<file path="src/rtl/ipu_settings.svh">
`ifndef IPU_SETTINGS_SVH
`define IPU_SETTINGS_SVH

// ----------------------------------------
// Slave register window
// ----------------------------------------
`define IPU_REG_BASE     32'h4008_0000
`define IPU_OFS_CTRL     9'h000
`define IPU_OFS_STATE    9'h004
`define IPU_OFS_V_RANGE  9'h010
`define IPU_OFS_SEG      9'h028
`define IPU_OFS_PIX_IN   9'h100

// First word of the output frame buffer
`define IPU_OUT_BASE     32'h5000_0000

// ----------------------------------------
// Frame and field sizes
// ----------------------------------------
`define IPU_FRAME_W      320
`define IPU_FRAME_H      240

`define IPU_BUS_W        32
`define IPU_CHAN_W       4
`define IPU_CNT_W        17
`define IPU_SEG_W        8

// Clock cycles per display scan step
`define IPU_SEG_DIV      50_000

`endif

</file>
<file path="src/rtl/ipu_pkg.sv">
`include "ipu_settings.svh"

package ipu_pkg;

    typedef logic [`IPU_BUS_W-1:0]    addr_t;
    typedef logic [`IPU_BUS_W-1:0]    word_t;
    typedef logic [`IPU_CHAN_W-1:0]   chan_t;
    typedef logic [3*`IPU_CHAN_W-1:0] rgb_t;
    typedef logic [`IPU_CNT_W-1:0]    pix_cnt_t;
    typedef logic [`IPU_SEG_W-1:0]    seg_t;

    // Unlisted codes behave as original
    typedef enum logic [3:0] {
        MODE_ORIGINAL = 4'd0,
        MODE_BINARIZE = 4'd1
    } ipu_mode_e;

    typedef enum logic [1:0] {
        FS_IDLE,
        FS_RUN,
        FS_END
    } frame_state_e;

    typedef struct packed {
        logic       sel;
        logic [1:0] trans;
        logic       write;
        addr_t      addr;
    } ahb_req_t;

    typedef struct packed {
        ipu_mode_e mode;
        chan_t     v_min;
        chan_t     v_max;
    } ipu_cfg_t;

    typedef struct packed {
        logic valid;
        rgb_t data;
    } pix_beat_t;

    // Field order matches STATE bits 2..0
    typedef struct packed {
        logic output_done;
        logic input_done;
        logic running;
    } ipu_status_t;

    // Segment a in bit 0, decimal point off
    function automatic seg_t seg_hex(logic [3:0] digit);
        case (digit)
            4'h0:    return 8'h3F;
            4'h1:    return 8'h06;
            4'h2:    return 8'h5B;
            4'h3:    return 8'h4F;
            4'h4:    return 8'h66;
            4'h5:    return 8'h6D;
            4'h6:    return 8'h7D;
            4'h7:    return 8'h07;
            4'h8:    return 8'h7F;
            4'h9:    return 8'h6F;
            4'hA:    return 8'h77;
            4'hB:    return 8'h7C;
            4'hC:    return 8'h39;
            4'hD:    return 8'h5E;
            4'hE:    return 8'h79;
            default: return 8'h71;
        endcase
    endfunction

endpackage

</file>
<file path="src/rtl/ipu_regs.sv">
`timescale 1ns/1ps
`include "ipu_settings.svh"

module ipu_regs
    import ipu_pkg::*;
(
    input  logic        HCLK,
    input  logic        HRESETn,
    input  logic        HSELM,
    input  logic [1:0]  HTRANSM,
    input  logic        HWRITEM,
    input  addr_t       HADDRM,
    input  word_t       HWDATAM,
    output logic        HREADYOUTM,
    output word_t       HRDATAM,
    input  ipu_status_t status,
    input  logic        pix_ready,
    output ipu_cfg_t    cfg,
    output logic        restart,
    output pix_beat_t   pix_in,
    output word_t       seg_word
);

    localparam addr_t      REG_BASE    = `IPU_REG_BASE;
    localparam logic [6:0] IDX_CTRL    = 7'(`IPU_OFS_CTRL >> 2);
    localparam logic [6:0] IDX_STATE   = 7'(`IPU_OFS_STATE >> 2);
    localparam logic [6:0] IDX_V_RANGE = 7'(`IPU_OFS_V_RANGE >> 2);
    localparam logic [6:0] IDX_SEG     = 7'(`IPU_OFS_SEG >> 2);
    localparam logic [6:0] IDX_PIX     = 7'(`IPU_OFS_PIX_IN >> 2);

    ahb_req_t   req_now;
    ahb_req_t   req_q;
    logic       dp_wr;
    logic [6:0] dp_idx;
    logic       wr_ctrl;
    logic       wr_vrange;
    logic       wr_seg;
    logic       pix_dp;
    logic [3:0] mode_q;
    logic [3:0] mode_d;
    logic       restart_q;
    logic       restart_d;
    chan_t      v_min_q;
    chan_t      v_min_d;
    chan_t      v_max_q;
    chan_t      v_max_d;
    word_t      seg_q;
    word_t      seg_d;
    logic       rd_hit;
    word_t      rd_data;

    function automatic logic in_window(addr_t a);
        return a[31:9] == REG_BASE[31:9];
    endfunction

    // ----------------------------------------
    // Address phase capture
    // ----------------------------------------
    assign req_now = '{sel: HSELM, trans: HTRANSM, write: HWRITEM, addr: HADDRM};

    always_ff @(posedge HCLK)
    begin
        if (!HRESETn)
            req_q <= '0;
        else if (HREADYOUTM)
            req_q <= HTRANSM[1] ? req_now : '0;
    end

    assign dp_wr     = req_q.sel && req_q.trans[1] && req_q.write && in_window(req_q.addr);
    assign dp_idx    = req_q.addr[8:2];
    assign wr_ctrl   = dp_wr && (dp_idx == IDX_CTRL);
    assign wr_vrange = dp_wr && (dp_idx == IDX_V_RANGE);
    assign wr_seg    = dp_wr && (dp_idx == IDX_SEG);
    assign pix_dp    = dp_wr && (dp_idx == IDX_PIX);

    // Stretch a pixel write until the writer has room
    assign HREADYOUTM = !(pix_dp && !pix_ready);
    assign pix_in     = '{valid: pix_dp && pix_ready, data: HWDATAM[$bits(rgb_t)-1:0]};

    // ----------------------------------------
    // Register file
    // ----------------------------------------
    always_comb
    begin
        mode_d    = mode_q;
        restart_d = 1'b0;
        v_min_d   = v_min_q;
        v_max_d   = v_max_q;
        seg_d     = seg_q;
        if (wr_ctrl)
        begin
            mode_d    = HWDATAM[3:0];
            restart_d = HWDATAM[4];
        end
        if (wr_vrange)
        begin
            v_min_d = HWDATAM[3:0];
            v_max_d = HWDATAM[7:4];
        end
        if (wr_seg)
            seg_d = HWDATAM;
    end

    // Restart pending out of reset
    always_ff @(posedge HCLK)
    begin
        if (!HRESETn)
        begin
            mode_q    <= '0;
            restart_q <= 1'b1;
            v_min_q   <= '0;
            v_max_q   <= '0;
            seg_q     <= '0;
        end
        else
        begin
            mode_q    <= mode_d;
            restart_q <= restart_d;
            v_min_q   <= v_min_d;
            v_max_q   <= v_max_d;
            seg_q     <= seg_d;
        end
    end

    // ----------------------------------------
    // Read path, next values so a read right after a write sees it
    // ----------------------------------------
    assign rd_hit = HSELM && HTRANSM[1] && !HWRITEM && in_window(HADDRM);

    always_comb
    begin
        rd_data = '0;
        if (rd_hit)
        begin
            case (HADDRM[8:2])
                IDX_CTRL:    rd_data = word_t'({restart_d, mode_d});
                IDX_STATE:   rd_data = word_t'(status);
                IDX_V_RANGE: rd_data = word_t'({v_max_d, v_min_d});
                IDX_SEG:     rd_data = seg_d;
                default:     rd_data = '0;
            endcase
        end
    end

    always_ff @(posedge HCLK)
    begin
        if (HREADYOUTM)
            HRDATAM <= rd_data;
    end

    assign cfg      = '{mode: ipu_mode_e'(mode_q), v_min: v_min_q, v_max: v_max_q};
    assign restart  = restart_q;
    assign seg_word = seg_q;

    a_restart_pulse: assert property (@(posedge HCLK) disable iff (!HRESETn)
        restart_q |=> !restart_q);

endmodule

</file>
<file path="src/rtl/frame_ctrl.sv">
`timescale 1ns/1ps
`include "ipu_settings.svh"

module frame_ctrl
    import ipu_pkg::*;
#(
    parameter int FRAME_PIXELS = `IPU_FRAME_W * `IPU_FRAME_H
)
(
    input  logic        HCLK,
    input  logic        HRESETn,
    input  logic        restart,
    input  pix_beat_t   pix_in,
    input  logic        pix_done,
    output pix_beat_t   pix_accept,
    output ipu_status_t status
);

    localparam pix_cnt_t FULL = pix_cnt_t'(FRAME_PIXELS);
    localparam pix_cnt_t LAST = pix_cnt_t'(FRAME_PIXELS - 1);

    frame_state_e state;
    frame_state_e state_d;
    pix_cnt_t     in_cnt;
    pix_cnt_t     out_cnt;
    logic         accept;

    // Drop extra pixels and anything after the frame ends
    assign accept = pix_in.valid && !restart && (state != FS_END) && (in_cnt != FULL);

    always_comb
    begin
        state_d = state;
        case (state)
            FS_IDLE:
                if (accept)
                    state_d = FS_RUN;
            FS_RUN:
                if (pix_done && (out_cnt == LAST))
                    state_d = FS_END;
            FS_END:
                state_d = FS_END;
            default:
                state_d = FS_IDLE;
        endcase
        if (restart)
            state_d = FS_IDLE;
    end

    always_ff @(posedge HCLK)
    begin
        if (!HRESETn)
            state <= FS_IDLE;
        else
            state <= state_d;
    end

    always_ff @(posedge HCLK)
    begin
        if (!HRESETn || restart)
        begin
            in_cnt  <= '0;
            out_cnt <= '0;
        end
        else
        begin
            if (accept)
                in_cnt <= in_cnt + 1'b1;
            if (pix_done && (state == FS_RUN))
                out_cnt <= out_cnt + 1'b1;
        end
    end

    assign pix_accept = '{valid: accept, data: pix_in.data};

    assign status = '{
        output_done: state == FS_END,
        input_done:  in_cnt == FULL,
        running:     state == FS_RUN
    };

    a_end_quiet: assert property (@(posedge HCLK) disable iff (!HRESETn)
        (status.output_done && !restart) |=> !pix_accept.valid);

endmodule

</file>
<file path="src/rtl/pixel_binarize.sv">
`timescale 1ns/1ps

module pixel_binarize
    import ipu_pkg::*;
(
    input  logic      HCLK,
    input  logic      HRESETn,
    input  ipu_cfg_t  cfg,
    input  pix_beat_t pix_in,
    output pix_beat_t pix_out
);

    chan_t red;
    chan_t green;
    chan_t blue;
    chan_t value;
    logic  in_range;
    rgb_t  result;
    logic  out_valid;
    rgb_t  out_data;

    assign {red, green, blue} = pix_in.data;

    // HSV value is the brightest channel
    always_comb
    begin
        value = red;
        if (green > value)
            value = green;
        if (blue > value)
            value = blue;
    end

    assign in_range = (value >= cfg.v_min) && (value <= cfg.v_max);

    always_comb
    begin
        case (cfg.mode)
            MODE_BINARIZE: result = in_range ? '1 : '0;
            default:       result = pix_in.data;
        endcase
    end

    always_ff @(posedge HCLK)
    begin
        if (!HRESETn)
            out_valid <= 1'b0;
        else
            out_valid <= pix_in.valid;
    end

    always_ff @(posedge HCLK)
    begin
        if (pix_in.valid)
            out_data <= result;
    end

    assign pix_out = '{valid: out_valid, data: out_data};

endmodule

</file>
<file path="src/rtl/frame_writer.sv">
`timescale 1ns/1ps
`include "ipu_settings.svh"

module frame_writer
    import ipu_pkg::*;
(
    input  logic       HCLK,
    input  logic       HRESETn,
    input  logic       restart,
    input  pix_beat_t  pix_in,
    output logic       pix_ready,
    output logic       pix_done,
    output logic [1:0] HTRANSS,
    output addr_t      HADDRS,
    output logic       HWRITES,
    output word_t      HWDATAS,
    output logic       HREADYS,
    input  logic       HREADYOUTS
);

    localparam logic [1:0] TRANS_IDLE   = 2'b00;
    localparam logic [1:0] TRANS_NONSEQ = 2'b10;

    logic  buf_valid;
    logic  buf_valid_n;
    rgb_t  buf_data;
    logic  src_valid;
    rgb_t  src_data;
    logic  accept;
    logic  dp_valid;
    rgb_t  dp_data;
    addr_t out_addr;

    // Buffered word goes first, otherwise the fresh pixel
    assign src_valid = buf_valid || pix_in.valid;
    assign src_data  = buf_valid ? buf_data : pix_in.data;
    assign accept    = src_valid && HREADYOUTS;

    // ----------------------------------------
    // One-entry output buffer
    // ----------------------------------------
    always_comb
    begin
        if (buf_valid)
            buf_valid_n = !accept || pix_in.valid;
        else
            buf_valid_n = pix_in.valid && !accept;
    end

    // Room for the next stage beat
    assign pix_ready = !buf_valid_n;

    always_ff @(posedge HCLK)
    begin
        if (!HRESETn)
            buf_valid <= 1'b0;
        else
            buf_valid <= buf_valid_n;
    end

    always_ff @(posedge HCLK)
    begin
        if (pix_in.valid && (buf_valid || !accept))
            buf_data <= pix_in.data;
    end

    // ----------------------------------------
    // Data phase and output address
    // ----------------------------------------
    always_ff @(posedge HCLK)
    begin
        if (!HRESETn)
            dp_valid <= 1'b0;
        else if (HREADYOUTS)
            dp_valid <= accept;
    end

    always_ff @(posedge HCLK)
    begin
        if (accept)
            dp_data <= src_data;
    end

    always_ff @(posedge HCLK)
    begin
        if (!HRESETn || restart)
            out_addr <= `IPU_OUT_BASE;
        else if (accept)
            out_addr <= out_addr + 32'd4;
    end

    assign HTRANSS  = src_valid ? TRANS_NONSEQ : TRANS_IDLE;
    assign HWRITES  = src_valid;
    assign HADDRS   = out_addr;
    assign HWDATAS  = word_t'(dp_data);
    assign HREADYS  = HREADYOUTS;
    assign pix_done = dp_valid && HREADYOUTS;

    a_addr_hold: assert property (@(posedge HCLK) disable iff (!HRESETn || restart)
        (dp_valid && !HREADYOUTS) |=> $stable(HADDRS));

endmodule

</file>
<file path="src/rtl/seg_scan.sv">
`timescale 1ns/1ps
`include "ipu_settings.svh"

module seg_scan
    import ipu_pkg::*;
#(
    parameter int SEG_DIV = `IPU_SEG_DIV
)
(
    input  logic       HCLK,
    input  logic       HRESETn,
    input  word_t      seg_word,
    output logic [7:0] SEG_SELECT,
    output seg_t       SEG_DATA_OUT_0,
    output seg_t       SEG_DATA_OUT_1
);

    localparam int               DIV_W    = (SEG_DIV > 1) ? $clog2(SEG_DIV) : 1;
    localparam logic [DIV_W-1:0] DIV_LAST = DIV_W'(SEG_DIV - 1);

    logic [DIV_W-1:0] div_cnt;
    logic [1:0]       k;
    word_t            shifted;

    // Prescaler and scan index
    always_ff @(posedge HCLK)
    begin
        if (!HRESETn)
        begin
            div_cnt <= '0;
            k       <= '0;
        end
        else if (div_cnt == DIV_LAST)
        begin
            div_cnt <= '0;
            k       <= k + 1'b1;
        end
        else
        begin
            div_cnt <= div_cnt + 1'b1;
        end
    end

    // Both halves of the display scan together
    assign SEG_SELECT = (8'b0000_0001 << k) | (8'b0001_0000 << k);

    // Digit k lands in the top nibble, digit k+4 sixteen bits lower
    assign shifted = seg_word << {k, 2'b00};

    assign SEG_DATA_OUT_0 = seg_hex(shifted[31:28]);
    assign SEG_DATA_OUT_1 = seg_hex(shifted[15:12]);

endmodule

</file>
<file path="src/rtl/ipu_top.sv">
`timescale 1ns/1ps
`include "ipu_settings.svh"

module ipu_top
    import ipu_pkg::*;
#(
    parameter int FRAME_PIXELS = `IPU_FRAME_W * `IPU_FRAME_H,
    parameter int SEG_DIV      = `IPU_SEG_DIV
)
(
    input  logic       HCLK,
    input  logic       HRESETn,

    // Slave port
    input  logic       HSELM,
    input  logic [1:0] HTRANSM,
    input  logic       HWRITEM,
    input  addr_t      HADDRM,
    input  word_t      HWDATAM,
    output logic       HREADYOUTM,
    output word_t      HRDATAM,

    // Master port
    output logic [1:0] HTRANSS,
    output addr_t      HADDRS,
    output logic       HWRITES,
    output word_t      HWDATAS,
    output logic       HREADYS,
    input  logic       HREADYOUTS,

    // Seven-segment display
    output logic [7:0] SEG_SELECT,
    output seg_t       SEG_DATA_OUT_0,
    output seg_t       SEG_DATA_OUT_1
);

    ipu_status_t status;
    ipu_cfg_t    cfg;
    logic        restart;
    logic        pix_ready;
    logic        pix_done;
    pix_beat_t   beat_raw;
    pix_beat_t   beat_acc;
    pix_beat_t   beat_out;
    word_t       seg_word;

    ipu_regs u_regs (
        .HCLK       (HCLK),
        .HRESETn    (HRESETn),
        .HSELM      (HSELM),
        .HTRANSM    (HTRANSM),
        .HWRITEM    (HWRITEM),
        .HADDRM     (HADDRM),
        .HWDATAM    (HWDATAM),
        .HREADYOUTM (HREADYOUTM),
        .HRDATAM    (HRDATAM),
        .status     (status),
        .pix_ready  (pix_ready),
        .cfg        (cfg),
        .restart    (restart),
        .pix_in     (beat_raw),
        .seg_word   (seg_word)
    );

    frame_ctrl #(
        .FRAME_PIXELS (FRAME_PIXELS)
    ) u_frame_ctrl (
        .HCLK       (HCLK),
        .HRESETn    (HRESETn),
        .restart    (restart),
        .pix_in     (beat_raw),
        .pix_done   (pix_done),
        .pix_accept (beat_acc),
        .status     (status)
    );

    pixel_binarize u_binarize (
        .HCLK    (HCLK),
        .HRESETn (HRESETn),
        .cfg     (cfg),
        .pix_in  (beat_acc),
        .pix_out (beat_out)
    );

    frame_writer u_writer (
        .HCLK       (HCLK),
        .HRESETn    (HRESETn),
        .restart    (restart),
        .pix_in     (beat_out),
        .pix_ready  (pix_ready),
        .pix_done   (pix_done),
        .HTRANSS    (HTRANSS),
        .HADDRS     (HADDRS),
        .HWRITES    (HWRITES),
        .HWDATAS    (HWDATAS),
        .HREADYS    (HREADYS),
        .HREADYOUTS (HREADYOUTS)
    );

    seg_scan #(
        .SEG_DIV (SEG_DIV)
    ) u_seg_scan (
        .HCLK           (HCLK),
        .HRESETn        (HRESETn),
        .seg_word       (seg_word),
        .SEG_SELECT     (SEG_SELECT),
        .SEG_DATA_OUT_0 (SEG_DATA_OUT_0),
        .SEG_DATA_OUT_1 (SEG_DATA_OUT_1)
    );

endmodule

</file>
<file path="config.mk">
export PLATFORM = sky130hd
export DESIGN_NAME = ipu_top
export DESIGN_NICKNAME = d
export VERILOG_FILES = /design/src/rtl/ipu_pkg.sv /design/src/rtl/ipu_regs.sv /design/src/rtl/frame_ctrl.sv /design/src/rtl/pixel_binarize.sv /design/src/rtl/frame_writer.sv /design/src/rtl/seg_scan.sv /design/src/rtl/ipu_top.sv
export VERILOG_INCLUDE_DIRS = /design/src /design/src/rtl
export SDC_FILE = /design/constraint.sdc
export NUM_CORES = 1
export LEC_CHECK = 0
export ABC_AREA = 1
export BUFFER_PORTS_ARGS = -buffer_cell sky130_fd_sc_hd__buf_2
export CAP_MARGIN = 20
export CORE_MARGIN = 2
export CORE_UTILIZATION = 58
export DETAILED_ROUTE_END_ITERATION = 8
export PLACE_DENSITY = 0.82
export SETUP_SLACK_MARGIN = 0.2
export SYNTH_ARGS = -nofsm -noshare
export SYNTH_HDL_FRONTEND = slang
export SYNTH_HIERARCHICAL = 1
export SYNTH_SLANG_ARGS = --single-unit
</file>
<file path="constraint.sdc">
create_clock -name HCLK -period 3.5 [get_ports HCLK]
set_input_delay 0.175 -clock HCLK [delete_from_list [all_inputs] [get_ports HCLK]]
set_output_delay 0.175 -clock HCLK [all_outputs]
set_load 0.02 [all_outputs]
</file>
; After elaboration in Yosys (flattened, before gate mapping)
; Memory sizes are Yosys's and may differ from the RTL's.
; Index checks and enable logic that the tools add are counted.
[op_classes]
n_eq_ne = 18
reduce_logical = 38
n_shift = 3
bitwise = 2
magnitude_cmp = 4
n_div = 0
mul = 0
mux = 17
n_addsub = 5
[op_table]
columns = operator, n
row1 = $pmux W32 S4, 1
row2 = $eq A23 B22 Y1 const B, 2
row3 = $mux W12, 3
row4 = $mux W36, 1
row5 = $add A17 B1 Y17 const B, 2
row6 = $eq A17 B17 Y1 const B, 2
row7 = $add A32 B3 Y32 const B, 1
row8 = $mux W32, 1
row9 = $shl A32 B4 Y32, 1
row10 = $logic_and A1 B1 Y1, 22
row11 = $mux W4, 5
row12 = $ne A17 B17 Y1 const B, 1
row13 = $add A16 B1 Y16 const B, 1
row14 = $eq A16 B16 Y1 const B, 1
row15 = $eq A7 B3 Y1 const B, 2
row16 = $eq A7 B4 Y1 const B, 2
row17 = $logic_not A7 Y1, 2
row18 = $gt A4 B4 Y1, 2
row19 = $or A8 B8 Y8, 1
row20 = $shl A1 B2 Y8 const A, 1
row21 = $shl A5 B2 Y8 const A, 1
row22 = $eq A7 B1 Y1 const B, 1
row23 = $eq A7 B7 Y1 const B, 1
row24 = $logic_not A1 Y1, 6
row25 = other kinds (16), 24
[word_totals]
n_memories = 2
register_bits = 238
latch_bits = 0
word_cells = 111
out_inout_bits = 125
rom_bits = 224
in_bits = 71
ram_bits = 0
[mem_list]
columns = memory, words, word_bits, read_ports, rd_clocked_by_memory_dff, write_ports, line
row1 = (no name shown), 16, 7, 1, 0, 0, ipu_pkg.sv:51  ; case (digit)
row2 = (no name shown), 16, 7, 1, 0, 0, ipu_pkg.sv:51

; Depth between registers and ports, before layout
[logic_depth]
ltp_word = 12
ltp_mapped = 29

; By module
; The synthesis kept the hierarchy.
[modules_own_cells]
columns = mod, instances, area_per_inst_um2, cells_each, seq_area_each_um2
row1 = ipu_regs, 1, 4663.2, 550, 2522.4
row2 = frame_writer, 1, 2836.5, 379, 1361.3
row3 = frame_ctrl, 1, 2318.5, 349, 720.7
row4 = seg_scan, 1, 1931.9, 315, 360.3
row5 = pixel_binarize, 1, 1032.2, 136, 380.4

; Worst setup path after synthesis
; No wires, ideal clock.
[synth_path]
path_kind = input to register
start = input HWDATAM[7]
end = register u_binarize.out_data[10] (data pin)
cell_stages = 26
arrival_ns = 2.820
required_time_ns = 3.247
path_slack_ns = 0.427
path_buffers = 3
cell_sequence = buf_4 buf_4 ha_1 nand2_1 inv_1 nand2_1 nand2_1 nand2_1 nand2_1 nand2_1 ha_1 inv_1 nor2_1 o21ai_0 nand2_1 nand2_1 inv_1 nand2_1 nand2_1 ha_1 nand2_1 o21ai_0 nand2_1 nand3_2 buf_6 nand2_1
[synth_via]
elab_chain_len = 8
elab_cells_between_ends = 9
classes_between = order compare (4) / mux (4) / reduce/logical (1)
[synth_rtl]
columns = element, line
row1 = "start, declared", ipu_top.sv:19  ; input word_t HWDATAM,
row2 = $gt A4 B4 Y1, pixel_binarize.sv:28  ; if (green > value)
row3 = $mux W4 (*), pixel_binarize.sv:28
row4 = $gt A4 B4 Y1, pixel_binarize.sv:30  ; if (blue > value)
row5 = $mux W4 (*), pixel_binarize.sv:30
row6 = $ge A4 B4 Y1 or $le A4 B4 Y1 (tied branches), pixel_binarize.sv:34  ; assign in_range = (value >= cfg.v_min) && (value <= cfg.v_max);
row7 = $logic_and A1 B1 Y1 (*), pixel_binarize.sv:34
row8 = $mux W12 (*), pixel_binarize.sv:39  ; MODE_BINARIZE: result = in_range ? '1 : '0;
row9 = $mux W12 (*), pixel_binarize.sv:38  ; case (cfg.mode)
row10 = named net u_binarize.result[10], pixel_binarize.sv:18  ; rgb_t result;
row11 = "end signal, assigned", pixel_binarize.sv:55  ; out_data <= result;
row12 = "end, declared", pixel_binarize.sv:20  ; rgb_t out_data;
; Mark *: on every way through the listed nets, which the timed path passes. The rest lies on a longest branch.
; A chain may end at the register's enable or synchronous reset.

; Final worst setup path
[layout_path]
start = register u_seg_scan.k[0]
end = output SEG_DATA_OUT_1[4]
[layout_via]
elab_chain_len = 2
[layout_rtl]
columns = element, line
row1 = "start, declared", seg_scan.sv:22  ; logic [1:0] k;
row2 = "start signal, assigned", seg_scan.sv:36  ; k <= k + 1'b1;
row3 = $shl A32 B4 Y32, seg_scan.sv:48  ; assign shifted = seg_word << {k, 2'b00};
row4 = $mem_v2 Z16 W7, --
row5 = "end, declared", ipu_top.sv:34  ; output seg_t SEG_DATA_OUT_1
; No other way between the ends.

==> metrics.yaml <==
start_util_pct: 58.75
yosysTopAreaCell: "dfxtp_1"
antenna_found_initial: 1
maxSlewHeadroom_pct: 27.19
cts.sinks: 233
yosysSeqAreaShare_pct: 41.82
grt.total_usage_pct: 26.70
die_w_um: 152.5
period_needed_ps: 3126
first_iter_violations: 846
drive_above_1_share_pct: 15.28
syn2layout_area_growth_pct: 15.43
fmax_mhz: 319.9
die_h_um: 152.5
r2r_start: "u_regs/dp_idx[3]$_SDFFE_PN0N_"
status: "complete, no violations"
clk_pin_slew_ps: 60
p_int_uw: 4406
ant_nets: 0
grt_pass1_wl_um: 51980
synth-edff-count: 68
num_vias: 11655
post-route-period-util_pct: 89.30
worstSkewPairLatency_ps: 510
p_total_uw: 5704
p_leak_uw: 0.006741
synth-main-ff-cell: "dfxtp_1"
netlist_area_um2: 12780
holdPathStages: 3
synth_cell_type_count: 48
crit_fanout: 19
grt_pass1_vias: 11049
reg2regPathDepth: 12
die-area_um2: 23240
reg2reg_slack_ps: 1090
synth.avg_cell_area_um2: 7.393
hold_viol_final: 0
cts_buffers: 25
critPathKind: "flip-flop to output pin"
power.switching_uw: 1298
wl_um: 31950
cts_max_path_buffers: 3
worst_pin_slew_ps: 1089
skew_ps: 11.63
fin_tns_setup_ps: 0
worstHoldEndpoint: "u_regs/seg_word[9]$_SDFF_PN0_"
vias_per_cell: 5.271
worstPathArrival_ps: 2950
final_common_cell: "nand2_1"
critPathSlowestCell: "a32oi_1"
grt_max_degree: 56
synth_top_area_share_pct: 25.84
p_comb_share_pct: 7.1
fillers: 1765
netlist_instances: 1729
reg2reg_to: "u_frame_ctrl/in_cnt[7]$_SDFFE_PP0P_"
portBuffers: 167
root_buffer: "clkbuf_16"
irDropWorstVdd_mv: 0.2989
fin_nets: 2026
rsz0062_at_grt: "no"
cp_num_buf_inv: 3
core_area_um2: 21760
setup_viol: 0
power.share.clock_pct: 44.0
crit_path_max_incr_delay_ps: 520
cts_tree: "yes"
ys_ff_latch: 233
netlist_top_cells_area: "dfxtp_1 (26%), edfxtp_1 (16%), nand2_1 (13%)"
dp_hpwl_um: 21780
final_cell_mix: "nand2_1 (450), nor2_1 (279), inv_1 (198)"
crit_family: "buffers and inverters"
maxSlewViolCount: 0
yosysWarningCount: 6
place.gp.congestion: 0.9122
crit_path_cell_trace: "inv_4 -> nand2_1 -> a32oi_1 -> inv_1 -> ha_1 -> or2_2 -> nand2_1 -> nand2_1 -> nand2_1 -> nand2_1 -> buf_2"
hold_path.class: "input pin to flip-flop"
swShare_pct: 22.75
rows: 54
async_flop_share_pct: 0
htree_num_levels: 1
required_ps: 3320
ios: 196
drv_cap: 0
critPathCaptureType: "output pin"
first_pass_iters: 5
cp-start-kind: "flip-flop"
overflow: 0
path_common_cell: "nand2_1"
routedWlPerCell_um: 14.45
seq_power_share_pct: 48.9
p_per_area_nw_per_um2: 386.6
hp-start: "HWDATAM[9]"
drcViolationCount: 0
[synth_stat cells (7+ instances only)]
master	number
clkbuf_1	15
mux2i_1	24
buf_6	16
edfxtp_1	68
nand3_2	12
dfxtp_1	165
xor2_1	11
nand4_1	28
nor2_2	17
o21ai_0	25
o21ai_1	9
nand2_1	450
nand3b_1	8
xnor2_1	7
nor2_1	279
nand3_1	138
buf_4	57
inv_1	199
nor2_4	10
nor3_1	9
a21oi_1	62
nand2_2	14
ha_1	43
[cell families (layout without fill, tap and decap cells)]
| family | after synthesis | count (layout) | share of synthesized area (%) |
|---|---|---|---|
| flops | 233 | 233 | 41.82 |
| fa+ha+maj | 43 | 43 | 4.209 |
| compound gates | 112 | 112 | 4.738 |
| xor+xnor | 18 | 18 | 1.233 |
| buf+inv | 305 | 483 | 11.69 |
| mux | 24 | 24 | 1.879 |
| other cells | 2 | 26 | 0.05875 |
| simple gates | 992 | 992 | 34.38 |
[power groups by stage]
stage               Clock, uW  Sequential [uW]  Combinational (uW)
floorplan                   0             2850                 275
global placement            0             2850                 329
detailed placement          0             2850                 341
CTS                      2540             2790                 390
global route             2650             2790                 449
finish                   2510             2790                 404
[worst min-delay path, cell delays in order]
cell and delay, ps:
buf_2 120, mux2i_1 80, nor2_1 100
[routing by layer]
layer	vias up	GRT usage (%)	routed length [um]
li1	5762	-	-
met1	5300	32.60	12950
met2	514	48.58	15700
met3	79	3.840	2381
met4	0	8.598	924
met5	-	0	0
[sequential cells by signal (all words and copies together) (netlist names), 4 cells and up]
register / flops
u_regs/HRDATAM: 32
u_regs/seg_word: 32
u_writer/HADDRS: 30
u_regs/req_q: 26
u_frame_ctrl/in_cnt: 17
u_frame_ctrl/out_cnt: 17
u_seg_scan/div_cnt: 16
u_binarize/out_data: 12
u_writer/buf_data: 12
u_writer/dp_data: 12
u_regs/dp_idx: 7
u_regs/mode_q: 4
u_regs/v_max_q: 4
u_regs/v_min_q: 4
[layout make-up]
type | count | area, um^2 | area share (%)
clock inverter | 13 | 91.34 | 0.6191
multi-input combinational | 1214 | 6030 | 40.87
clock buffer | 32 | 693.2 | 4.698
timing repair buffer | 230 | 1454 | 9.854
inverter | 208 | 788.3 | 5.343
tap | 280 | 350.3 | 2.374
sequential | 233 | 5345 | 36.23
antenna | 1 | 2.502 | 0.01696
[stage by stage]
stage          instance area, um^2  std cells  hold slack, ps  setup slack, ps  utilization (%)
2_1_floorplan                12870       1752           251.2            426.6                -
3_3_place_gp                 13430       2111           430.4            200.9            61.73
3_5_place_dp                 13430       2111           434.2            126.1            61.73
4_1_cts                      14740       2209           4.617            388.3            67.77
5_1_grt                      14750       2211           26.30            222.7            67.82
6_report                     14750       2211           11.26            374.5            67.82
[worst max path at each step]
stage	startpoint	to	slack [ps]	cells past startpoint
floorplan	HWDATAM[7]	u_binarize/out_data[10]$_DFFE_PP_	430	26
CTS	u_seg_scan/k[0]$_SDFFE_PN0N_	SEG_DATA_OUT_1[4]	390	11
finish	u_seg_scan/k[0]$_SDFFE_PN0N_	SEG_DATA_OUT_1[4]	370	11
global route	u_seg_scan/k[0]$_SDFFE_PN0N_	SEG_DATA_OUT_1[4]	220	11
detailed placement	HWDATAM[11]	u_binarize/out_data[0]$_DFFE_PP_	130	25
global placement	HWDATAM[11]	u_binarize/out_data[10]$_DFFE_PP_	200	25
[timing repair]
item / 4_1_cts / 5_1_grt
hold endpoints to repair: 59 / 0
hold buffers: 53 / 0
buffers inserted: 0 / 0
gates resized for setup: 0 / 0
Note: power is estimated with default switching activity, not from simulation.
